### src/include/dcache_cfg.svh
`ifndef DCACHE_CFG_SVH
`define DCACHE_CFG_SVH

// Datapath widths.
`define DATA_WIDTH 32
`define ADDR_WIDTH 32

// Direct-mapped cache geometry with one word per line.
`define INDEX_BITS 4
`define TAG_BITS 26

`define MEM_WORDS 1024
`define MEM_LATENCY 3 // Cycles from read issue to data.

`endif
### src/cacheTypesPkg.sv
`include "dcache_cfg.svh"

package cacheTypesPkg;

    // Byte address split for the direct-mapped lookup.
    typedef struct packed {
        logic [`TAG_BITS-1:0]                           tag;
        logic [`INDEX_BITS-1:0]                         index;
        logic [`ADDR_WIDTH-`TAG_BITS-`INDEX_BITS-1:0]   offset;
    } addrFields_t;

    typedef struct packed {
        logic                   valid;
        logic [`TAG_BITS-1:0]   tag;
        logic [`DATA_WIDTH-1:0] data;
    } cacheLine_t;

    // Stores and hits finish in RESPOND while misses detour through MISS_WAIT.
    typedef enum logic [1:0] {
        IDLE,
        MISS_WAIT,
        RESPOND
    } ctrlState_e;

endpackage

### src/cacheArray.sv
`timescale 1ns/1ps
`include "dcache_cfg.svh"

module cacheArray
    import cacheTypesPkg::*;
(
    input  logic                   iClk,
    input  logic                   arstN,
    input  logic [`INDEX_BITS-1:0] lookupIndex,
    input  logic [`TAG_BITS-1:0]   lookupTag,
    input  logic                   fillEn,
    input  logic [`DATA_WIDTH-1:0] fillData,
    input  logic                   invalEn,
    output logic                   hit,
    output logic [`DATA_WIDTH-1:0] hitData
);
    localparam int Lines = 1 << `INDEX_BITS;

    cacheLine_t lines [Lines];
    cacheLine_t curLine;

    assign curLine = lines[lookupIndex];
    assign hit     = curLine.valid && (curLine.tag == lookupTag);
    assign hitData = curLine.data;

    always_ff @(posedge iClk or negedge arstN) begin
        if (!arstN) begin
            for (int i = 0; i < Lines; i++) begin
                lines[i].valid <= 1'b0;
            end
        end else if (fillEn) begin
            lines[lookupIndex].valid <= 1'b1;
            lines[lookupIndex].tag   <= lookupTag;
            lines[lookupIndex].data  <= fillData;
        end else if (invalEn) begin
            lines[lookupIndex].valid <= 1'b0;
        end
    end

    fillOrInval: assert property (@(posedge iClk) disable iff (!arstN)
        !(fillEn && invalEn))
        else $error("Fill and invalidate on the same cycle.");

endmodule

### config.mk
export PLATFORM = sky130hd
export DESIGN_NAME = cacheArray
export DESIGN_NICKNAME = d
export VERILOG_FILES = /design/src/cacheTypesPkg.sv /design/src/cacheArray.sv
export VERILOG_INCLUDE_DIRS = /design/src /design/src/include
export SDC_FILE = /design/constraint.sdc
export NUM_CORES = 1
export LEC_CHECK = 0
export CAP_MARGIN = 20
export CORE_MARGIN = 10
export CORE_UTILIZATION = 35
export DETAILED_ROUTE_END_ITERATION = 10
export DONT_BUFFER_PORTS = 1
export SYNTH_ARGS = -nofsm -noshare
export SYNTH_HDL_FRONTEND = slang
export SYNTH_SLANG_ARGS = --single-unit
### constraint.sdc
create_clock -name iClk -period 2.5 [get_ports iClk]
set_input_delay 0.125 -clock iClk [delete_from_list [all_inputs] [get_ports iClk]]
set_output_delay 0.125 -clock iClk [all_outputs]
set_load 0.01 [all_outputs]
Yosys cells after proc, flatten, opt, wreduce, memory -nomap -nowiden
Cells that the tools add are included.
{"block": "totals", "regBits": 944, "output_inout_bits": 33, "word_cells": 71, "input_bits": 66}
{"block": "classes", "n_eq_ne": 1, "muxes": 15, "order_cmp": 2, "reduce_logical": 4, "n_bitwise": 1}
{"op": "bitwise mux 944 bit", "count": 4}
{"op": "2-to-1 mux 944 bit", "count": 2}
{"op": "demux 59 bit (select 4 bit)", "count": 3}
{"op": "binary-select mux 59 bit (select 4 bit)", "count": 1}
{"op": "2-to-1 mux 59 bit", "count": 3}
{"op": "2-to-1 mux 58 bit", "count": 1}
{"op": "2-to-1 mux 32 bit", "count": 1}
{"op": "equality test 26 bit", "count": 1}
{"op": ">= comparator 5 bit, second input constant", "count": 1}
{"op": "less-than comparator 5 x 1 -> 1 bit, second input constant", "count": 1}
{"op": "NOT 4 -> 5 bit", "count": 1}
{"op": "logical AND 1 bit", "count": 2}
{"op": "AND reduction 2 bit", "count": 1}
{"op": "nonzero test 2 bit", "count": 1}

Depth between registers and ports, before layout
{"block": "logic_depth", "depth_word": 9, "depth_mapped": 11, "depth_no_buf": 7}

Worst setup path before layout
Ideal clock, no wire load.
{"block": "synth_path", "path_type": "input port to flip-flop", "from": "in lookupIndex[1]", "to": "reg lines[472] in the netlist's numbering, enable pin", "required_time_ps": 2078, "path_stages": 9, "n_path_buf": 6, "setup_ps": 422, "t_arrival_ps": 3254, "path_slack_ps": -1176, "cell_sequence": "buf_4 buf_2 buf_2 clkbuf_1 nand2_1 nor2_1 clkbuf_1 clkbuf_1 and2_1"}
{"item": "start, declared", "line_no": "cacheArray.sv:9", "rtl": "input logic [`INDEX_BITS-1:0] lookupIndex,"}
{"item": "end, declared", "line_no": "cacheArray.sv:19", "rtl": "cacheLine_t lines [Lines];"}

Final worst setup path
{"block": "layout_path", "from": "reg lines[640] in the netlist's numbering", "to": "out hit"}
{"block": "layout_via", "elab_chain_len": 5}
{"item": "binary-select mux 59 bit (select 4 bit)", "line_no": "cacheArray.sv:22", "rtl": "assign curLine = lines[lookupIndex];"}
{"item": "2-to-1 mux 59 bit (not written as such) (2 in series)", "line_no": "cacheArray.sv:22"}
{"item": "equality test 26 bit", "line_no": "cacheArray.sv:23", "rtl": "assign hit = curLine.valid && (curLine.tag == lookupTag);"}
{"item": "logical AND 1 bit", "line_no": "cacheArray.sv:23"}
{"item": "end, declared", "line_no": "cacheArray.sv:14", "rtl": "output logic hit,"}
No other way between the ends. The select of a mux whose other input is x is not followed.

==> results.toml <==
[timing]
worst_slack_ps = -708
skew_ps = 0
fmax_mhz = 312
relSlewSlack_pct = 41.8
finalMaxSlewViolations = 0
rsz0062_at_grt = "true"
timing.final.crit_share_pct = 128
hold_viol = 0
fin_crit_ps = 3210
finalSetupViolCount = 1
tightest_slew_ps = 873
hold_ws_ps = 23.5

[global_routing]
grt_usage_pct = 17.7
grt_pass1_vias = 25295
antenna_found_initial = 16
grt-ovfl-total = 0
grt_max_degree = 261
grt_pass1_wl_mm = 178

[floorplan]
die_area_sq_um = 137000
pin_count = 99
start_util_pct = 35.3
core_sq_um = 122000
die_w_microns = 370
fp.dieH_microns = 370
num_rows = 128

[synth]
synth_async_sr_flop_share_pct = 1.69
ys_types = 61
yosysSeqAreaShare_pct = 65.8
ys.flop_type = "edfxtp_1"
ys_seq_elements = 944
yosysWarnings = 0
syn-num-nets = 2760
synth_area_sq_um = 43000
yosysTopAreaCellShare_pct = 64.9
netlist_instances = 2694
synth.avg_cell_area_sq_um = 15.9
yosys.area.top_type = "edfxtp_1"
synth_edf_count = 928
synthTopCellsByArea = "edfxtp_1, mux4_2, and2_1"

[final_layout]
final_common_cell = "edfxtp_1"
drive_gt1_share_pct = 19.7
syn2layout_area_growth_pct = 14.4
final_cells = 4419
final_cell_mix = "edfxtp_1, and2_1, mux4_2"
reg_top3 = "lines x944"
top_register = "lines"
largest_reg_flops = 944
design_area_sq_um = 49100
nets = 2775
nFillCells = 10977

[routing]
drcViolationCount = 0
viasPerCell = 5.50
via_count = 24284
wl_per_cell_microns = 27.6
drt_wl_total_mm = 122
dr.pass1.iters = 6
dr.first_iter.drc_count = 3086
ant_nets = 0

[power_and_ir_drop]
leakage_nw = 13.7
peakVddDrop_uv = 519
power_density_nw_per_um2 = 680

[place]
dp_cells = 4156
placed_area_sq_um = 45200
hpwl_mm = 63.8
routabilityCongestion = 0.784
port_buffers = 0

[worst_setup_path]
r2r_end = "lines[943]"
startpoint_type = "register"
crit_type = "reg -> out"
crit_required_ps = 2380
worstPathArrival_ps = 3080
r2r_start = "lines[943]"
cp_max_fo = 2
cp-end-kind = "output pin"
worst-r2r-setup-slack_ps = 1740
r2r_cells = 2
cp-startpoint = "lines[640]"

[hold_path]
hold_end = "lines[735]"
hold_path_class = "in -> reg"
min_from = "arstN"
holdPathStages = 2

[clock_tree]
clock_latency_ps = 660
cts_tree = "done"
clock-sinks = 944
htree_levels = 3
numCtsBuffers = 98
clk_pin_slew_ps = 60
cts_root_buffer = "clkbuf_16"
cts_setup_buffers = 0
clk_path_buf_depth = 3

[status]
violations = "negative setup slack"
status = "complete, but fails checks"

[run]
max-cap-violations = 0
-- per-layer routing --
layer  vias up  part of all wire (%)  wire length (microns)  GRT usage, %
met5         -                 0.075                     92             0
met4        16                   2.8                   3400          5.29
met3       224                    10                  12600          4.89
met2      1113                    48                  58900          28.9
met1     12735                    39                  47000          22.8
li1      10196                     -                      -             -
-- power by group --
part	switching [W]	internal [W]	total, W	leakage [nW]
Sequential	0.0000671	0.0174	0.0175	6.70
Clock	0.00618	0.00837	0.0145	1.58
Combinational	0.000825	0.000598	0.00142	5.39
Total	0.00707	0.0264	0.0334	13.7
-- layout make-up --
type / count / area, sq um / area share (%)
Antenna cell: 3 / 7.51 / 0.0153
Clock buffer: 116 / 2600 / 5.30
Clock inverter: 66 / 581 / 1.18
Inverter: 15 / 57.6 / 0.117
Multi-Input combinational cell: 1470 / 13700 / 27.8
Sequential cell: 944 / 28300 / 57.5
Tap cell: 1625 / 2030 / 4.14
Timing Repair Buffer: 180 / 1950 / 3.96
-- synthesized netlist by cell type, types with 12 or more instances --
library cell and instances:
a22oi_1 13, mux2i_1 54, mux4_1 12, mux4_2 245
nand2_1 18, nor2_1 27, buf_1 18, edfxtp_1 928
buf_2 26, xnor2_1 13, dfrtp_1 16, and2_1 769
clkbuf_1 198, o21ai_0 39, nor3_1 182
-- kinds of logic (layout without fill, tap and decap cells) --
| group | count (synthesis) | after routing | share of synthesized area, % |
|---|---|---|---|
| and+or+nand+nor | 1028 | 1028 | 14.2 |
| DFF | 944 | 944 | 65.8 |
| muxes | 315 | 315 | 14.9 |
| buffers and inverters | 280 | 377 | 2.88 |
| AOI/OAI and AO/OA | 105 | 105 | 1.76 |
| xor gates and xnor gates | 22 | 22 | 0.448 |
| other | 0 | 3 | 0 |
-- through the flow --
stage / setup WS, ps / power, W / utilization, % / setup TNS, ps
2_1_floorplan: 4.06 / 0.0188 / - / 0
3_3_place_gp: -273 / 0.0189 / 37.0 / -273
3_5_place_dp: -260 / 0.0190 / 37.0 / -260
4_1_cts: -722 / 0.0336 / 40.3 / -722
5_1_grt: -858 / 0.0344 / 40.3 / -858
6_report: -708 / 0.0334 / 40.3 / -708
-- how the worst max path moves through the flow --
stage / slack, ps / to
after floorplan: 4 / lines[885]
after global placement: -270 / hit
after detailed placement: -260 / hit
after CTS: -720 / hit
after global routing: -860 / hit
final: -710 / hit
-- critical path, stage by stage (launching register included) --
cell and delay (ps):
edfxtp_1 400, mux4_1 520, a2bb2oi_1 190, a21oi_1 100
nor4b_2 330, nand4_1 160, a2111oi_2 380, o2111a_2 340
-- what timing repair did --
item,CTS,global route
hold endpoints to repair,1039,0
hold buffers,79,0
endpoints found under the setup margin,1,1
gates resized for setup,4,1
pin swaps,7,1
Note: power is estimated with default switching activity, not from simulation.
