==> src/include/dcache_cfg.svh <==
`ifndef DCACHE_CFG_SVH
`define DCACHE_CFG_SVH

// Datapath widths.
`define DATA_WIDTH 32
`define ADDR_WIDTH 32

// Direct-mapped cache geometry with one word per line.
`define INDEX_BITS 4
`define TAG_BITS 26

`define MEM_WORDS 1024
`define MEM_LATENCY 3 // Cycles from read issue to data.

`endif
==> src/memOpPkg.sv <==
`include "dcache_cfg.svh"

package memOpPkg;

    typedef enum logic [2:0] {
        LOAD_BYTE,
        LOAD_HALF,
        LOAD_WORD,
        ULOAD_BYTE,
        ULOAD_HALF,
        STORE_BYTE,
        STORE_HALF,
        STORE_WORD
    } memOp_e;

    // One load or store request.
    typedef struct packed {
        memOp_e                 op;
        logic [`ADDR_WIDTH-1:0] addr;
        logic [`DATA_WIDTH-1:0] wdata; // Ignored by loads.
    } memReq_t;

    function automatic logic isStore(memOp_e op);
        return op inside {STORE_BYTE, STORE_HALF, STORE_WORD};
    endfunction

endpackage

==> src/storeMerge.sv <==
`timescale 1ns/1ps
`include "dcache_cfg.svh"

module storeMerge
    import memOpPkg::*;
(
    input  memReq_t                curReq,
    output logic [3:0]             byteEn,
    output logic [`DATA_WIDTH-1:0] laneData
);
    logic [1:0]  offset;
    logic [15:0] half;

    assign offset = curReq.addr[1:0];
    assign half   = curReq.wdata[15:0];

    always_comb begin
        byteEn   = 4'b0000;
        laneData = curReq.wdata;
        case (curReq.op)
            STORE_BYTE: begin
                byteEn[offset] = 1'b1;
                laneData       = {4{curReq.wdata[7:0]}}; // Byte on every lane.
            end
            STORE_HALF: begin
                case (offset)
                    2'd0:    byteEn = 4'b0011;
                    2'd1:    byteEn = 4'b0110;
                    default: byteEn = 4'b1100;
                endcase
                // Half rotated so lanes 2-1 line up for offset 1.
                laneData = (offset == 2'd1) ? {half[7:0], half, half[15:8]} : {2{half}};
            end
            STORE_WORD: byteEn = 4'b1111;
            default:    byteEn = 4'b0000;
        endcase
    end

endmodule

==> config.mk <==
export PLATFORM = sky130hd
export DESIGN_NAME = storeMerge
export DESIGN_NICKNAME = d
export VERILOG_FILES = /design/src/memOpPkg.sv /design/src/storeMerge.sv
export VERILOG_INCLUDE_DIRS = /design/src /design/src/include
export SDC_FILE = /design/constraint.sdc
export NUM_CORES = 1
export LEC_CHECK = 0
export BUFFER_PORTS_ARGS = -buffer_cell sky130_fd_sc_hd__buf_4
export CORE_MARGIN = 1
export CORE_UTILIZATION = 37
export DETAILED_ROUTE_END_ITERATION = 6
export PLACE_DENSITY = 0.95
export SLEW_MARGIN = 20
export SYNTH_ARGS = -nofsm -noshare
export SYNTH_HDL_FRONTEND = slang
export SYNTH_SLANG_ARGS = --single-unit
==> constraint.sdc <==
create_clock -name vclk -period 3.19
set_input_delay 0.1595 -clock vclk [all_inputs]
set_output_delay 0.1595 -clock vclk [all_outputs]
set_load 0.005 [all_outputs]
---- Yosys cells after proc, flatten, opt, wreduce, memory -nomap -nowiden ----
Cells that the tools add are included.
storage, ports and cells
  bits in registers ....................... 0
  latch bits .............................. 0
  memory bits (writable) .................. 0
  memory bits (read-only) ................. 0
  bits of input ports ..................... 67
  output and inout bits ................... 36
  logic and storage cells ................. 14
  memories ................................ 0
cells by class
  $add $sub $neg .......................... 0
  $mul .................................... 0
  divide/modulo/power cells ............... 0
  $lt $le $gt $ge ......................... 2
  equality and inequality tests ........... 4
  shift-type cells ........................ 0
  muxes and demuxes ....................... 6
  bitwise logic cells ..................... 0
  reduce and logical (&&, ||, !) cells .... 2
operators with widths
  operator                                                                             number
  32-bit case mux with 2 select lines                                                  1
  32-bit 2-to-1 mux                                                                    1
  4-bit case mux with 3 select lines                                                   1
  3-bit equality test, second input constant                                           3
  4-bit case mux with 2 select lines                                                   1
  2-bit by 3-bit < comparator with 1-bit output, second input constant                 1
  1-bit demux with 2-bit select                                                        1
  2-bit by 1-bit equality test with 1-bit output, second input constant                1
  2-bit by 1-bit greater-or-equal comparator with 1-bit output, second input constant  1
  2-bit logical NOT                                                                    1
  1-bit logical AND                                                                    1
  1-bit 2-to-1 mux                                                                     1

---- Longest topological paths before layout ----
Gate-level depths: netlist of run 1.
  depth in word-level cells ............... 5
  mapped depth ............................ 6
  mapped depth without buffers ............ 3

---- Worst setup path before layout of run 1 ----
OpenSTA, ideal clock, no wires.
  path kind ............................... input-to-output
  from .................................... input port curReq[65] (netlist name)
  to ...................................... output port laneData[10]
  arrival ................................. 1,185 ps
  required time ........................... 3,030 ps
  slack ................................... 1,845 ps
  cell stages on the path ................. 6
  buffers on the path ..................... 3
  cell sequence ........................... buf_4 -> nand2b_1 -> buf_2 -> a21bo_1 -> buf_6 -> mux2_4
between the ends
  longest elaborated chain between the ends .. 2
  elaborated cells on any way between the ends .. 3
  those cells by class .................... eq/ne (2); mux (1)
ends and longest elaborated chain
  element                                line              RTL
  start, declared                        storeMerge.sv:7   input memReq_t curReq,
  3-bit equality test                    storeMerge.sv:20  case (curReq.op)
  32-bit case mux with 2 select lines *  storeMerge.sv:20
  end, declared                          storeMerge.sv:9   output logic [`DATA_WIDTH-1:0] laneData
Mark *: on every way between the ends. The rest lies on a longest branch, timed or not.

---- Worst setup path in the final report of run 1 ----
  from .................................... input port curReq[32] (netlist name)
  to ...................................... output port laneData[26]
between the ends
  longest elaborated chain between the ends .. 3
ends and longest elaborated chain
  element                                         line              RTL
  2-bit by 1-bit equality test with 1-bit output  storeMerge.sv:32  laneData = (offset == 2'd1) ? {half[7:0], half, half[15:8]} : {2{half}};
  32-bit 2-to-1 mux                               storeMerge.sv:32
  32-bit case mux with 2 select lines             storeMerge.sv:20
No other way between the ends.

==> out/results.ini, run 1 <==
[critical_path]
crit_chain=buf_4 -> nor2b_1 -> nor2b_1 -> a221o_1 -> buf_4
start_kind=primary input
arrival_ps=1740
crit_type=primary input to output pin
max_stage_delay_ps=610
end_kind=output pin
critPathRequiredTime_ps=3030
crit_slowest_cell=nor2b_1
crit_fanout=12

[synth]
yosysWarnings=0
synth.distinct_cells=23
yosysSeqAreaShare_pct=0
syn_avg_cell_area_um2=8.73
syn_nets=161
syn_area_um2=821
syn_inst=94

[die]
start_util_pct=40.6
core_area_um2=2020
die_w_um=49.1
io_pins=103
die_h_um=49.1
fp-row-count=16
die_area_um2=2410

[finish]
post-route-util_pct=65.0
final_cell_mix=buf_4, mux2_4, a221o_1
final_common_cell=buf_4
multiInputGateArea_um2=729
nFillCells=164
finalInstanceArea_um2=1320
regArea_um2=0
area_delta_synth_final_pct=60.2
antenna_cells=0
design.seq.count=0
layout.nets=225
drive_above_1_share_pct=58.3
clockBufferCount=0

[global_route]
grt_max_degree=17
grt_overflow=0
grt_pass1_vias=963
globalRouteTotalUtil_pct=24.5
antenna_found_initial=0
grt_pass1_wl_um=4780

[place]
port-buffer-count=73
place.gp.congestion=0.745
dpl_cell_area_um2=1320
hpwl_um=2380

[outcome]
status=finished, final reports clean

[sta]
timing.fmax_mhz=526
min_period_ps=1900
hold_viol=0
finalMaxSlewViolations=0
setup_violations=0
relSlewSlack_pct=49.8
fin_crit_sh_pct=59.6
grt_setup_unrepaired=false
tightest_slew_ps=752
hold_slack_ps=619
timing.setup.tns_ps=0

[clock_tree]
hold_buffers=0
cts_resized=0
post_cts_buffers=0

[power]
power_leakage_uw=0.000687
p_per_area_nw_per_um2=149
ir_worst_vdd_mv=0.0756

[drt]
ant_nets=0
viasPerCell=5.90
drt_iter0_drc=20
via_count=1080
post_drt_wl_per_cell_um=16.7
drc=0
drt_first_pass_iters=4
wl_um=3050

[flow_run]
max_cap_violations=0

[worst_hold_path]
min_path_type=primary input to output pin

-- final timing paths --
| kind | start | to | cells after the start |
|---|---|---|---|
| max | curReq[32] | laneData[26] | 5 |
| min | curReq[24] | laneData[24] | 3 |
-- cell type report --
cell class | count | share of cell area, %
inverters | 1 | 0.285
multi-input cells | 82 | 55.5
well taps | 27 | 2.57
repair buffers | 73 | 41.7
-- power breakdown --
| group | total (µW) | switching (µW) | internal (µW) |
|---|---|---|---|
| Sequential | 0 | 0 | 0 |
| Clock | 0 | 0 | 0 |
| Combinational | 196 | 75.9 | 120 |
| Total | 196 | 75.9 | 120 |
-- kinds of logic (layout without fill, tap and decap cells) --
kind of cell / after synthesis / after routing / synth area share [%]
AND/OR/NAND/NOR: 29 / 29 / 22.0
XOR/XNOR: 1 / 1 / 1.07
AO/OA/AOI/OAI: 36 / 36 / 36.6
buffers and inverters: 12 / 74 / 11.1
multiplexers: 16 / 16 / 29.3
-- through the flow --
step,power [µW],worst slack [ps],std cells
global route,209,1220,183
global placement,189,1330,183
floorplan,90.8,1850,94
detailed placement,195,1330,183
finish,196,1290,183
CTS,195,1330,183
-- Yosys cell counts, types with 2 or more instances --
| master | number | share of area, % |
|---|---|---|
| mux2_4 | 16 | 29 |
| and2_1 | 8 | 6.1 |
| and3_1 | 8 | 6.1 |
| nor2b_1 | 3 | 2.3 |
| nand2_1 | 3 | 1.4 |
| a21boi_0 | 13 | 12 |
| nand2b_1 | 2 | 1.5 |
| buf_2 | 4 | 2.4 |
| buf_6 | 5 | 6.9 |
| a221o_1 | 15 | 18 |
| o21ai_0 | 5 | 3.0 |
-- worst max-delay path: cells and delay by family --
family	cells	cell delay, ps
AO/OA/AOI/OAI	1	390
buffers and inverters	2	250
AND/OR/NAND/NOR	2	940
-- layer usage --
layer  global-route usage (%)  share of wire (%)  up-vias
met5                        0                  0        -
met4                     1.96               0.62        0
met3                     2.49                8.8        2
met2                     46.1                 51       76
met1                     30.4                 39      510
li1                         -                  -      492
No activity file was read; power rests on OpenSTA's default activity.
==> inputs of run 2 (changes only) <==
- ABC_AREA: unset -> 1
- CORE_UTILIZATION: 37 -> 34
- PLACE_DENSITY: 0.95 -> 0.92
- clock period: 3.19 -> 1.81 ns (I/O delays scaled with it)
==> out/results.ini, run 2 <==
[place]
place.gp.congestion=0.878  ; was 0.745
port-buffer-count=73  ; unchanged
hpwl_um=2080  ; was 2380 µm

[global_route]
grt_overflow=0  ; unchanged
antenna_found_initial=0  ; unchanged
grt_pass1_vias=1185  ; was 963
grt_pass1_wl_um=4790  ; was 4780 µm
grt_max_degree=21  ; was 17
globalRouteTotalUtil_pct=22.2  ; was 24.5%

[outcome]
status=finished, final reports clean  ; unchanged

[sta]
fin_crit_sh_pct=79.4
hold_viol=0  ; unchanged
setup_violations=0  ; unchanged
timing.setup.tns_ps=0  ; unchanged
min_period_ps=1440
relSlewSlack_pct=66.7  ; was 49.8%
grt_setup_unrepaired=false  ; unchanged
finalMaxSlewViolations=0  ; unchanged
tightest_slew_ps=498  ; was 752 ps
timing.fmax_mhz=696

[synth]
yosysSeqAreaShare_pct=0  ; unchanged
synth_top_cell_by_area=nand3_1  ; was mux2_4
syn_area_um2=823  ; was 821 µm²
synth.distinct_cells=16  ; was 23
syn_avg_cell_area_um2=4.79  ; was 8.73 µm²
syn_nets=239  ; was 161
yosysWarnings=0  ; unchanged
synth_area_leaders=nand3_1, nand2_1, inv_1, buf_4, buf_2  ; was mux2_4, a221o_1, a21boi_0, buf_6, and2_1
ys_top_cells_by_count=nand3_1, nand2_1, inv_1  ; was mux2_4, a221o_1, a21boi_0
yosysMostFrequentCell=nand3_1  ; was mux2_4
synth_top_area_share_pct=59.0  ; was 29.3%
syn_inst=172  ; was 94

[critical_path]
critPathRequiredTime_ps=1720  ; was 3030 ps
crit_fanout=20  ; was 12
arrival_ps=1350  ; was 1740 ps
end_kind=output pin  ; unchanged
crit_type=primary input to output pin  ; unchanged
start_kind=primary input  ; unchanged

[finish]
clockBufferCount=0  ; unchanged
final_cell_mix=nand3_1, buf_4, nand2_1  ; was buf_4, mux2_4, a221o_1
post-route-util_pct=59.8  ; was 65.0%
drive_above_1_share_pct=34.0  ; was 58.3%
regArea_um2=0  ; unchanged
area_delta_synth_final_pct=63.8  ; was 60.2%
nFillCells=248  ; was 164
design.seq.count=0  ; unchanged
antenna_cells=0  ; unchanged
layout.nets=304  ; was 225
final_common_cell=nand3_1  ; was buf_4

[die]
die_h_um=51.2  ; was 49.1 µm
die_area_um2=2620  ; was 2410 µm²
start_util_pct=36.5  ; was 40.6%
fp-row-count=17  ; was 16
die_w_um=51.2  ; was 49.1 µm
core_area_um2=2250  ; was 2020 µm²
io_pins=103  ; unchanged

[drt]
viasPerCell=5.19  ; was 5.90
wl_um=2810  ; was 3050 µm
drc=0  ; unchanged
ant_nets=0  ; unchanged
drt_first_pass_iters=5  ; was 4
drt_iter0_drc=21  ; was 20
post_drt_wl_per_cell_um=10.7  ; was 16.7 µm
via_count=1365  ; was 1080

[worst_hold_path]
min_to=laneData[18]  ; was laneData[24]
min_path_type=primary input to output pin  ; unchanged
holdPathStages=4  ; was 3
hold_start=curReq[18]  ; was curReq[24]

[power]
ir_worst_vdd_mv=0.136  ; was 0.0756 mV
power_leakage_uw=0.000816  ; was 0.000687 µW
p_per_area_nw_per_um2=269  ; was 149 nW/µm²

[clock_tree]
cts_resized=0  ; unchanged
hold_buffers=0  ; unchanged
post_cts_buffers=0  ; unchanged

[flow_run]
max_cap_violations=0  ; unchanged

==> run 2: cell count changes after synthesis, moves of 13 or more <==
cell      change
a21boi_0     -13
inv_1        +19
nand2_1      +25
nand3_1      +96
mux2_4       -16
a221o_1      -15
==> run 2: cell type report <==
cell class | count | area [µm²] | area share (%)
inverter | 22 | 82.6 | 6.12
multi-input combinational | 138 | 668 | 49.5
tap | 28 | 35.0 | 2.60
timing repair buffer | 75 | 563 | 41.7
==> run 2: metal layers <==
metal  track usage, %  vias up  wire (µm)  part of all wire, %
met5                0        -          0                    0
met4                0        0          0                    0
li1                 -      716          -                    -
met1             28.8      602       1300                   46
met2             42.5       47       1340                   48
met3            0.893        0        166                  5.9
==> run 2: how the worst max path moves through the flow <==
stage | cells past startpoint | slack, ps | endpoint | start
floorplan | 5 | 940 | laneData[0] | curReq[64]
global placement | 7 | 410 | laneData[13] | curReq[64]
detailed placement | 7 | 380 | laneData[20] | curReq[64]
CTS | 7 | 380 | laneData[20] | curReq[64]
global route | 7 | 260 | laneData[20] | curReq[64]
finish | 7 | 370 | laneData[20] | curReq[64]
==> run 2: stage by stage <==
step | power, µW | std cells | hold WS, ps | cell area (µm²) | setup WS, ps
after global routing | 404 | 263 | 523 | 1350 | 263
after floorplan | 169 | 172 | 299 | 823 | 940
after CTS | 364 | 263 | 502 | 1350 | 378
final | 363 | 263 | 497 | 1350 | 373
after detailed placement | 363 | 263 | 501 | 1350 | 381
after global placement | 358 | 263 | 499 | 1350 | 412
==> run 2: kinds of logic after synthesis <==
group / after synthesis / synth area share (%)
simple gates: 133 / 77.8
buf+inv: 34 / 18.8
compound gates: 5 / 3.34
==> run 2: worst max-delay path, cell delays in order <==
cell and delay, ps:
buf_4 140, inv_1 60, nand3_1 350, buf_4 370
nand3_1 100, nand3_1 80, buf_4 140
==> run 2: power by group <==
part	leakage (µW)	switching (µW)	total [µW]	internal (µW)
Sequential	0	0	0	0
Combinational	0.000816	164	363	199
Clock	0	0	0	0
Total	0.000816	164	363	199
