File: src/include/dcache_cfg.svh
`ifndef DCACHE_CFG_SVH
`define DCACHE_CFG_SVH

// Datapath widths.
`define DATA_WIDTH 32
`define ADDR_WIDTH 32

// Direct-mapped cache geometry with one word per line.
`define INDEX_BITS 4
`define TAG_BITS 26

`define MEM_WORDS 1024
`define MEM_LATENCY 3 // Cycles from read issue to data.

`endif
File: src/memOpPkg.sv
`include "dcache_cfg.svh"

package memOpPkg;

    typedef enum logic [2:0] {
        LOAD_BYTE,
        LOAD_HALF,
        LOAD_WORD,
        ULOAD_BYTE,
        ULOAD_HALF,
        STORE_BYTE,
        STORE_HALF,
        STORE_WORD
    } memOp_e;

    // One load or store request.
    typedef struct packed {
        memOp_e                 op;
        logic [`ADDR_WIDTH-1:0] addr;
        logic [`DATA_WIDTH-1:0] wdata; // Ignored by loads.
    } memReq_t;

    function automatic logic isStore(memOp_e op);
        return op inside {STORE_BYTE, STORE_HALF, STORE_WORD};
    endfunction

endpackage

File: src/loadAligner.sv
`timescale 1ns/1ps
`include "dcache_cfg.svh"

module loadAligner
    import memOpPkg::*;
(
    input  logic [`DATA_WIDTH-1:0] alignWord,
    input  memOp_e                 op,
    input  logic [1:0]             offset,
    output logic [`DATA_WIDTH-1:0] readData
);
    logic [7:0]  selByte;
    logic [15:0] selHalf;

    assign selByte = alignWord[8*offset +: 8];

    // Offset 3 falls back to the upper half.
    always_comb begin
        case (offset)
            2'd0:    selHalf = alignWord[15:0];
            2'd1:    selHalf = alignWord[23:8];
            default: selHalf = alignWord[31:16];
        endcase
    end

    always_comb begin
        case (op)
            LOAD_BYTE: begin
                readData = {{(`DATA_WIDTH-8){selByte[7]}}, selByte};
            end
            ULOAD_BYTE: begin
                readData = {{(`DATA_WIDTH-8){1'b0}}, selByte};
            end
            LOAD_HALF: begin
                readData = {{(`DATA_WIDTH-16){selHalf[15]}}, selHalf};
            end
            ULOAD_HALF: begin
                readData = {{(`DATA_WIDTH-16){1'b0}}, selHalf};
            end
            default: readData = alignWord; // Word loads.
        endcase
    end

endmodule

File: config.mk
export PLATFORM = sky130hd
export DESIGN_NAME = loadAligner
export DESIGN_NICKNAME = d
export VERILOG_FILES = /design/src/memOpPkg.sv /design/src/loadAligner.sv
export VERILOG_INCLUDE_DIRS = /design/src /design/src/include
export SDC_FILE = /design/constraint.sdc
export NUM_CORES = 1
export LEC_CHECK = 0
export BUFFER_PORTS_ARGS = -buffer_cell sky130_fd_sc_hd__buf_2
export CAP_MARGIN = 40
export CORE_MARGIN = 3
export CORE_UTILIZATION = 49
export DETAILED_ROUTE_END_ITERATION = 16
export PLACE_DENSITY = 0.95
export SLEW_MARGIN = 20
export SYNTH_ARGS = -nofsm -noshare
export SYNTH_HDL_FRONTEND = slang
export SYNTH_SLANG_ARGS = --single-unit
File: constraint.sdc
create_clock -name vclk -period 1.9
set_input_delay 0.095 -clock vclk [all_inputs]
set_output_delay 0.095 -clock vclk [all_outputs]
set_load 0.01 [all_outputs]
Yosys cells after proc, flatten, opt, wreduce, memory -nomap -nowiden
Cells that the tools add are included.
- eq/ne operators: 4
- shifts and indexed selects: 1
- muxes and demuxes: 2
- reductions and logical operators: 2
- operators by type and width (cell ; number):
    $pmux W32 S4 ; 1
    $pmux W16 S2 ; 1
    $shiftx A32 B6 Y8 ; 1
    $eq A3 B1 Y1 const B ; 1
    $eq A3 B2 Y1 const B ; 1
    $eq A3 B3 Y1 const B ; 1
    $logic_not A3 Y1 ; 1
    $eq A2 B1 Y1 const B ; 1
    $logic_not A2 Y1 ; 1
- flip-flop bits (word level): 0
- bits of input ports: 37
- output and inout bits: 32
- logic and storage cells: 9

Logic depth before layout (Yosys ltp)
Gate-level depths: netlist (run 1).
- depth in word-level cells: 3
- mapped depth: 7
- depth with buffers taken out: 4

Worst setup path after synthesis (run 1)
OpenSTA, ideal clock, no wires.
- path kind: input -> output
- start: in offset[0]
- end: out readData[16]
- arrival time: 1534 ps
- required time: 1805 ps
- path slack: 271 ps
- cell stages on the path: 6
- path buffers: 2
- cells stage by stage: buf_6 mux4_2 a211o_4 a21boi_4 buf_6 o21a_1
- word-level cells in the longest chain between the ends: 3
- RTL lines (what ; RTL line ; text):
    from (decl) ; loadAligner.sv:9 ; input logic [1:0] offset,
    branches (longest 2 deep; another with $shiftx A32 B6 Y8) ; - ;
    $pmux W32 S4 * ; loadAligner.sv:27 ; case (op)
    to (decl) ; loadAligner.sv:10 ; output logic [`DATA_WIDTH-1:0] readData
Mark *: on every way between the ends.

Final worst setup path (run 1)
- start: in offset[0]
- end: out readData[19]
The elaborated chain is that of the path after synthesis.

==> results of run 1 <==
==> cells by family (layout without fill, tap and decap cells) <==
family                 Yosys count  after routing  synth area share
AO/OA/AOI/OAI                   87             87             0.484
buffers and inverters           30             85            0.0943
multiplexers                    18             18             0.141
AND/OR/NAND/NOR                 76             76             0.280
==> synth_stat cells, types with 2 or more instances <==
library cell   n
inv_1          5
o21a_1        16
nor2b_1        2
nor3b_1        8
o21ai_0        8
nor4_1         7
a31oi_1        7
a211o_1        7
and3_1         7
nor2_1         8
o211ai_1       3
and2_1         7
nor3_1         7
nand2b_1       2
a21oi_1        8
mux2_2         3
a2111oi_0      7
buf_6          2
mux2i_1       14
buf_2          3
nand2_1       26
o311a_1        7
a211oi_1      14
clkbuf_1      16
buf_1          3
==> critical path: stages <==
cell and delay, ns:
buf_2 0.13, mux4_2 0.57, a211o_4 0.41, a21boi_4 0.22, o21a_1 0.15, buf_2 0.13
==> metal layers <==
layer	wire, um	GRT usage
met5	0	0
met4	47	0.0841
met3	463	0.0153
met2	2270	0.415
met1	2060	0.365
==> cell usage in the layout (no fill, tap or decap), drive strengths merged <==
master    n
a2111oi   7
a211o     8
a211oi   14
a21bo     1
a21boi    1
a21oi     8
a221oi    1
a31oi     7
and2      7
and3      7
buf      79
clkinv    1
inv       5
mux2      3
mux2i    14
mux4      1
nand2    26
nand2b    2
nand3     1
nand4     1
nor2      8
nor2b     2
nor3      7
nor3b     8
nor4      7
o211a     1
o211ai    3
o21a     16
o21ai     8
o21ba     1
o221a     1
o221ai    1
o22ai     1
o311a     7
o311ai    1
==> power by group through the flow <==
stage	Clock, mW	Combinational (mW)	Sequential (mW)
2_1_floorplan	0	0.313	0
3_3_place_gp	0	0.486	0
3_5_place_dp	0	0.499	0
4_1_cts	0	0.500	0
5_1_grt	0	0.550	0
6_report	0	0.507	0
==> final cells by class <==
type | count | area [sq um]
Multi-Input combinational cell | 181 | 1260
Inverter | 6 | 22.5
Tap cell | 30 | 37.5
Timing Repair Buffer | 79 | 445
Fill cell | 229 | 823
==> metrics by stage <==
stage,power (mW),worst slack (ns),instance area [sq um],cells
2_1_floorplan,0.313,0.271,1390,211
3_3_place_gp,0.486,0.0670,1760,295
3_5_place_dp,0.499,0.0383,1760,295
4_1_cts,0.500,0.0366,1760,295
5_1_grt,0.550,0.0257,1770,296
6_report,0.507,0.101,1770,296
==> worst max-delay path by stage <==
stage | startpoint | to
after CTS | offset[0] | readData[0]
final | offset[0] | readData[19]
after global placement | offset[0] | readData[5]
after floorplan | offset[0] | readData[16]
after global routing | offset[0] | readData[31]
after detailed placement | offset[0] | readData[0]
==> summary.md, run 1 <==
| Metric | Value |
|---|---|
| Vias post-DR | 1941 |
| Cell area after synthesis | 1390 sq um |
| Fin crit period | 1.80 ns |
| Pleak | 0.823 nW |
| 1st-iter DRT viols | 146 |
| Peak supply drop | 260 uV |
| Yosys warning count | 0 |
| NumNets Final | 305 |
| Number of setup violations in the final report | 0 |
| Sequential cell area | 0 sq um |
| Max-slew violations | 0 |
| Die Area | 3520 sq um |
| DRC viols | 0 |
| Share of the synthesized area in the top cell type | 0.101 |
| Average size of a mapped cell | 6.60 sq um |
| Unrepaired setup endpoints after global routing | no |
| Post-DP HPWL | 3.53 mm |
| GRT Resource Usage Total | 0.259 |
| Combinational fraction of design power | 1.000 |
| Setup_tns | 0 ns |
| Largest net degree at the start of global routing | 46 |
| Wirelength per Cell | 16.4 um |
| Sequential area share after synthesis | 0 |
| GRT Residual Overflow | 0 |
| Post-DRT Antenna Nets | 0 |
| Power per cell area | 287 nW/um^2 |
| Number of diodes | 0 |
| # clk buffers | 0 |
| Reg power frac | 0 |
| RePlAce Congestion | 0.893 |
| Rel. slew slack | 0.671 |
| Mapped Nets | 248 |
| DR vias/cell | 6.56 |
| Setup Fix Bufs, Post-CTS | 0 |
| Input/output buffers | 69 |
| Cells after synthesis | 211 |
| Pre-Repair DR Iteration Count | 4 |
| Maximum clock frequency | 0.556 GHz |
| CP Data Arrival Time | 1.70 ns |
| Die Ht | 59.3 um |
| Area delta synth->final | 26.9% |
| Final Hold Viols | 0 |
| First-pass GRT wire length | 7.36 mm |
| Hold EP | readData[21] |
| Clock power frac | 0 |
| Initial Utilization | 0.538 |
| Internal Power | 0.223 mW |
| Hold path depth | 3 |
| CP Capture Type | primary output |
| Sw frac | 0.561 |
| Share of layout cells above drive strength 1 | 0.331 |
| WHS | 0.539 ns |
| Netlist cell types | 39 |
| Crit Path Class | input pin to primary output |
| Rows | 18 |
| WL final | 4.84 mm |
| Util after Layout | 0.682 |
| Vias in the first global route | 1654 |
| CTS Hold Buffers Added | 0 |
| Status | complete, no violations |
| Synth top area cells | mux2i_1, o21a_1, a211oi_1 |
| Post_cts resized | 0 |
| Io pins | 69 |
| CORE AREA | 2590 sq um |
| Period utilisation layout | 0.947 |
| Worst hold start | alignWord[21] |
| Worst-Margin Slew | 0.492 ns |
| Switching power | 0.285 mW |
| Die X | 59.3 um |
| Synth area leader | mux2i_1 |
| Hold Path Class | input pin to primary output |
| Crit-path max FO | 16 |
| Max cap viols | 0 |
| Crit start category | input pin |
| Sequential cell count | 0 |
| CP required | 1.80 ns |
| Initial antenna violation count | 0 |
Note: power is estimated with default switching activity, not from simulation.
==> run 2, diff against run 1 <==
- PLACE_DENSITY: 0.95 -> 0.87
- SLEW_MARGIN: 20 -> default
==> summary.md, run 2 (synthesis results as in run 1) <==
| Metric | Value |
|---|---|
| RePlAce Congestion | 0.919 (+2.8%) |
| Max stage delay on crit path | 0.41 ns (-0.16 ns) |
| Setup Fix Bufs, Post-CTS | 0 (unchanged) |
| Area delta synth->final | 26.7% |
| Post-DRT Antenna Nets | 0 (unchanged) |
| CP Data Arrival Time | 1.72 ns (+0.02 ns) |
| DR vias/cell | 6.73 (+2.6%) |
| Delay-heaviest family, CP | buffers and inverters |
| Post-route setup slack | 0.0900 ns (-0.0115 ns) |
| Wirelength per Cell | 16.5 um (+0.82%) |
| CORE AREA | 2590 sq um (unchanged) |
| Worst hold start | alignWord[18] |
| Crit Path Class | input pin to primary output |
| Die Area | 3520 sq um (unchanged) |
| Hold Path Class | input pin to primary output |
| Worst setup startpoint | offset[0] |
| First-pass GRT wire length | 7.67 mm (+4.2%) |
| Number of diodes | 0 (unchanged) |
| GRT Residual Overflow | 0 (unchanged) |
| Worst-Margin Slew | 0.466 ns (-0.0263 ns) |
| Status | complete, no violations |
| Initial antenna violation count | 0 (unchanged) |
| Max-slew violations | 0 (unchanged) |
| Unrepaired setup endpoints after global routing | no |
| Most common library cell in the layout ignoring fill and taps | buf_2 |
| Input/output buffers | 69 (unchanged) |
| Pleak | 0.830 nW (+0.91%) |
| Sequential cell count | 0 (unchanged) |
| CP max stage cell | mux2_2 |
| Post_cts resized | 0 (unchanged) |
| GRT Resource Usage Total | 0.269 (+0.00994) |
| Fin crit period | 1.81 ns (+0.0115 ns) |
| WL final | 4.93 mm (+1.8%) |
| Rel. slew slack | 0.688 (+0.0176) |
| Power per cell area | 287 nW/um^2 (-0.13%) |
| Pre-CTS WS | 0.124 ns (+0.0853 ns) |
| Crit-path max FO | 27 (+11) |
| NumNets Final | 308 (+0.98%) |
| Initial Utilization | 0.538 (unchanged) |
| CTS Hold Buffers Added | 0 (unchanged) |
| Most frequent cells in the layout | buf_2, nand2_1, o21a_1 |
| Io pins | 69 (unchanged) |
| Die X | 59.3 um (unchanged) |
| Peak supply drop | 208 uV (-20%) |
| Period utilisation layout | 0.953 (+0.00604) |
| CP required | 1.80 ns (about the same) |
| Rows | 18 (unchanged) |
| Maximum clock frequency | 0.552 GHz (-0.63%) |
| Sequential cell area | 0 sq um (unchanged) |
| Pre-Repair DR Iteration Count | 7 (+3) |
| Crit start category | input pin |
| # clk buffers | 0 (unchanged) |
| Total power | 0.506 mW (-0.27%) |
| Number of setup violations in the final report | 0 (unchanged) |
| Max cap viols | 0 (unchanged) |
| Crit path buf inv count | 4 (+2) |
| Post-DP HPWL | 3.63 mm (+2.8%) |
| Area of the multi-input gates | 1260 sq um (unchanged) |
| DRC viols | 0 (unchanged) |
| Vias post-DR | 2012 (+3.7%) |
| Die Ht | 59.3 um (unchanged) |
| Largest net degree at the start of global routing | 28 (-39%) |
| Vias in the first global route | 1682 (+1.7%) |
| 1st-iter DRT viols | 204 (+40%) |
| # fillers | 224 (-2.2%) |
| Crit-path cells | buf_2, buf_4, mux2_2, o211ai_1, nand2_1, buf_4, o21a_1, buf_2 |
| Final Hold Viols | 0 (unchanged) |
| Share of layout cells above drive strength 1 | 0.338 (+0.00746) |
| Setup_tns | 0 ns (unchanged) |
| CP Capture Type | primary output |
run 2: cell types whose count changed in the layout (fill, tap and decap cells not counted):
cell,change
buf_4,+5
buf_12,-2
run 2: layer usage:
| layer | track usage | part of all wire |
|---|---|---|
| met5 | 0 | 0 |
| met4 | 0.0550 | 0.010 |
| met3 | 0.0109 | 0.13 |
| met2 | 0.454 | 0.48 |
| met1 | 0.376 | 0.38 |
run 2: tightest hold or removal path: stages:
cell and delay [ns]:
buf_2 0.11, o21a_1 0.11, buf_2 0.12
run 2: cell type report:
type | count | share of cell area
Inverter | 6 | 0.0128
Multi-Input combinational cell | 181 | 0.715
Tap cell | 30 | 0.0213
Timing Repair Buffer | 82 | 0.251
run 2: through the flow:
step	instances	area, sq um	hold WS (ns)	utilization
finish	299	1760	0.531	0.681
global route	299	1760	0.554	0.681
CTS	299	1760	0.534	0.681
detailed placement	299	1760	0.533	0.681
global placement	299	1760	0.529	0.681
floorplan	211	1390	0.337	-
run 2: final timing paths:
path | to | slack [ns] | depth (start not counted)
worst max-delay path | readData[23] | 0.09 | 8
worst min-delay path | readData[18] | 0.53 | 3
run 2: where the power goes:
part           leakage (nW)  switching (mW)  internal [mW]
clock                     0               0              0
combinational         0.830           0.285          0.221
sequential                0               0              0
total                 0.830           0.285          0.221
==> run 3, diff against run 2 <==
==> constraint.sdc (replaced) <==
create_clock -name vclk -period 1.9
set_input_delay 0.095 -clock vclk [all_inputs]
set_output_delay 0.095 -clock vclk [all_outputs]
set_load 0.05 [all_outputs]
==> summary.md, run 3 (synthesis results as in run 1) <==
| Metric | Value |
|---|---|
| Most used cell, CP | buf_2 |
| Die X | 59.3 um (unchanged) |
| Peak supply drop | 291 uV (+40%) |
| Most common library cell in the layout ignoring fill and taps | buf_2 |
| Non-filler cells in the finished layout | 297 (-0.67%) |
| Die Area | 3520 sq um (unchanged) |
| Vias in the first global route | 1607 (-4.5%) |
| Vias post-DR | 1990 (-1.1%) |
| Worst-Margin Slew | 0.543 ns (+0.0768 ns) |
| RePlAce Congestion | 0.911 (-0.88%) |
| WHS | 0.635 ns (+0.104 ns) |
| Post-DRT Antenna Nets | 0 (unchanged) |
| Max-slew violations | 0 (unchanged) |
| Post-route setup slack | 0.0340 ns (-0.0560 ns) |
| Final Hold Viols | 0 (unchanged) |
| Period utilisation layout | 0.982 (+0.0295) |
| Hold EP | readData[17] |
| Area delta synth->final | 34.9% |
| NumNets Final | 306 (-0.65%) |
| Max cap viols | 0 (unchanged) |
| Total power | 0.772 mW (+53%) |
| GRT Resource Usage Total | 0.259 (-0.00994) |
| CP required | 1.80 ns (about the same) |
| First-pass GRT wire length | 7.50 mm (-2.2%) |
| CP max stage cell | mux4_2 |
| Die Ht | 59.3 um (unchanged) |
| Maximum clock frequency | 0.536 GHz (-3.0%) |
| Setup_tns | 0 ns (unchanged) |
| GRT Residual Overflow | 0 (unchanged) |
| Share of layout cells above drive strength 1 | 0.390 (+0.0512) |
| Crit-path max FO | 8 (-70%) |
| Wirelength per Cell | 16.6 um (+0.59%) |
| Initial antenna violation count | 0 (unchanged) |
| Fin crit period | 1.87 ns (+0.0560 ns) |
| Placed insts | 295 (-1.3%) |
| CP Data Arrival Time | 1.77 ns (+0.05 ns) |
| Rel. slew slack | 0.629 (-0.0598) |
| Pleak | 0.851 nW (+2.5%) |
| # fillers | 202 (-9.8%) |
| Crit-path cells | buf_2, mux4_2, a211o_4, a21boi_4, o21a_1, buf_2 |
| Number of setup violations in the final report | 0 (unchanged) |
| CP Capture Type | primary output |
| Rows | 18 (unchanged) |
| Hold Path Class | input pin to primary output |
| Status | complete, no violations |
| Most frequent cells in the layout | buf_2, nand2_1, o21a_1 |
| # clk buffers | 0 (unchanged) |
| Max stage delay on crit path | 0.59 ns (+0.18 ns) |
| Number of diodes | 0 (unchanged) |
| Delay-heaviest family, CP | compound AO/OA/AOI/OAI gates |
| Unrepaired setup endpoints after global routing | yes |
| Worst hold start | alignWord[17] |
| Crit path buf inv count | 2 (-2) |
| Pre-Repair DR Iteration Count | 7 (unchanged) |
| 1st-iter DRT viols | 221 (+8.3%) |
| Input/output buffers | 69 (unchanged) |
| Initial Utilization | 0.538 (unchanged) |
| Post-route cell area | 1880 sq um (+6.5%) |
| Sequential cell area | 0 sq um (unchanged) |
| DR vias/cell | 6.70 (-0.43%) |
| Crit Path Class | input pin to primary output |
| Pre-CTS WS | -0.0523 ns (-0.176 ns) |
| Util after Layout | 0.725 (+0.0440) |
| Post-DP HPWL | 3.57 mm (-1.7%) |
| Largest net degree at the start of global routing | 52 (+86%) |
| DRC viols | 0 (unchanged) |
| Power per cell area | 411 nW/um^2 (+43%) |
| Sequential cell count | 0 (unchanged) |
| Io pins | 69 (unchanged) |
| Area of the multi-input gates | 1370 sq um (+8.8%) |
| CORE AREA | 2590 sq um (unchanged) |
| Crit start category | input pin |
| WL final | 4.93 mm (about the same) |
| Placed inst area | 1840 sq um (+4.2%) |
| Hold path depth | 3 (unchanged) |
run 3: final cells by class:
class              instances  area share
repair buffers            78       0.237
well taps                 30      0.0200
multi-input cells        183       0.731
inverters                  6      0.0120
run 3: routing by layer:
metal / track usage / share of wire / vias up
met4: 0.0162 / 0.011 / 0
met2: 0.412 / 0.46 / 136
met1: 0.391 / 0.42 / 902
li1: - / - / 944
met3: 0.0218 / 0.10 / 8
met5: 0 / 0 / -
run 3: worst max-delay path by stage:
| stage | from | end | slack [ns] | cells after the start |
|---|---|---|---|---|
| after floorplan | op[2] | readData[15] | -0.19 | 5 |
| after global placement | offset[0] | readData[5] | 0.01 | 6 |
| final | offset[0] | readData[24] | 0.03 | 6 |
| after detailed placement | offset[0] | readData[2] | -0.05 | 6 |
| after CTS | offset[0] | readData[20] | 0.01 | 6 |
| after global routing | offset[0] | readData[7] | -0.01 | 7 |
run 3: tightest hold or removal path, cell delays in order:
cell and delay [ns]:
buf_2 0.12, o21a_1 0.13, buf_4 0.19
run 3: report_power, final:
group	internal, mW	leakage (nW)	switching, mW
Clock	0	0	0
Combinational	0.242	0.851	0.530
Sequential	0	0	0
Total	0.242	0.851	0.530
run 3: what timing repair did:
action	CTS	global route
endpoints found under the setup margin	7	19
buffers inserted	0	0
cloned	0	2
gates resized for setup	1	8
pin swaps	0	1
hold buffers	0	0
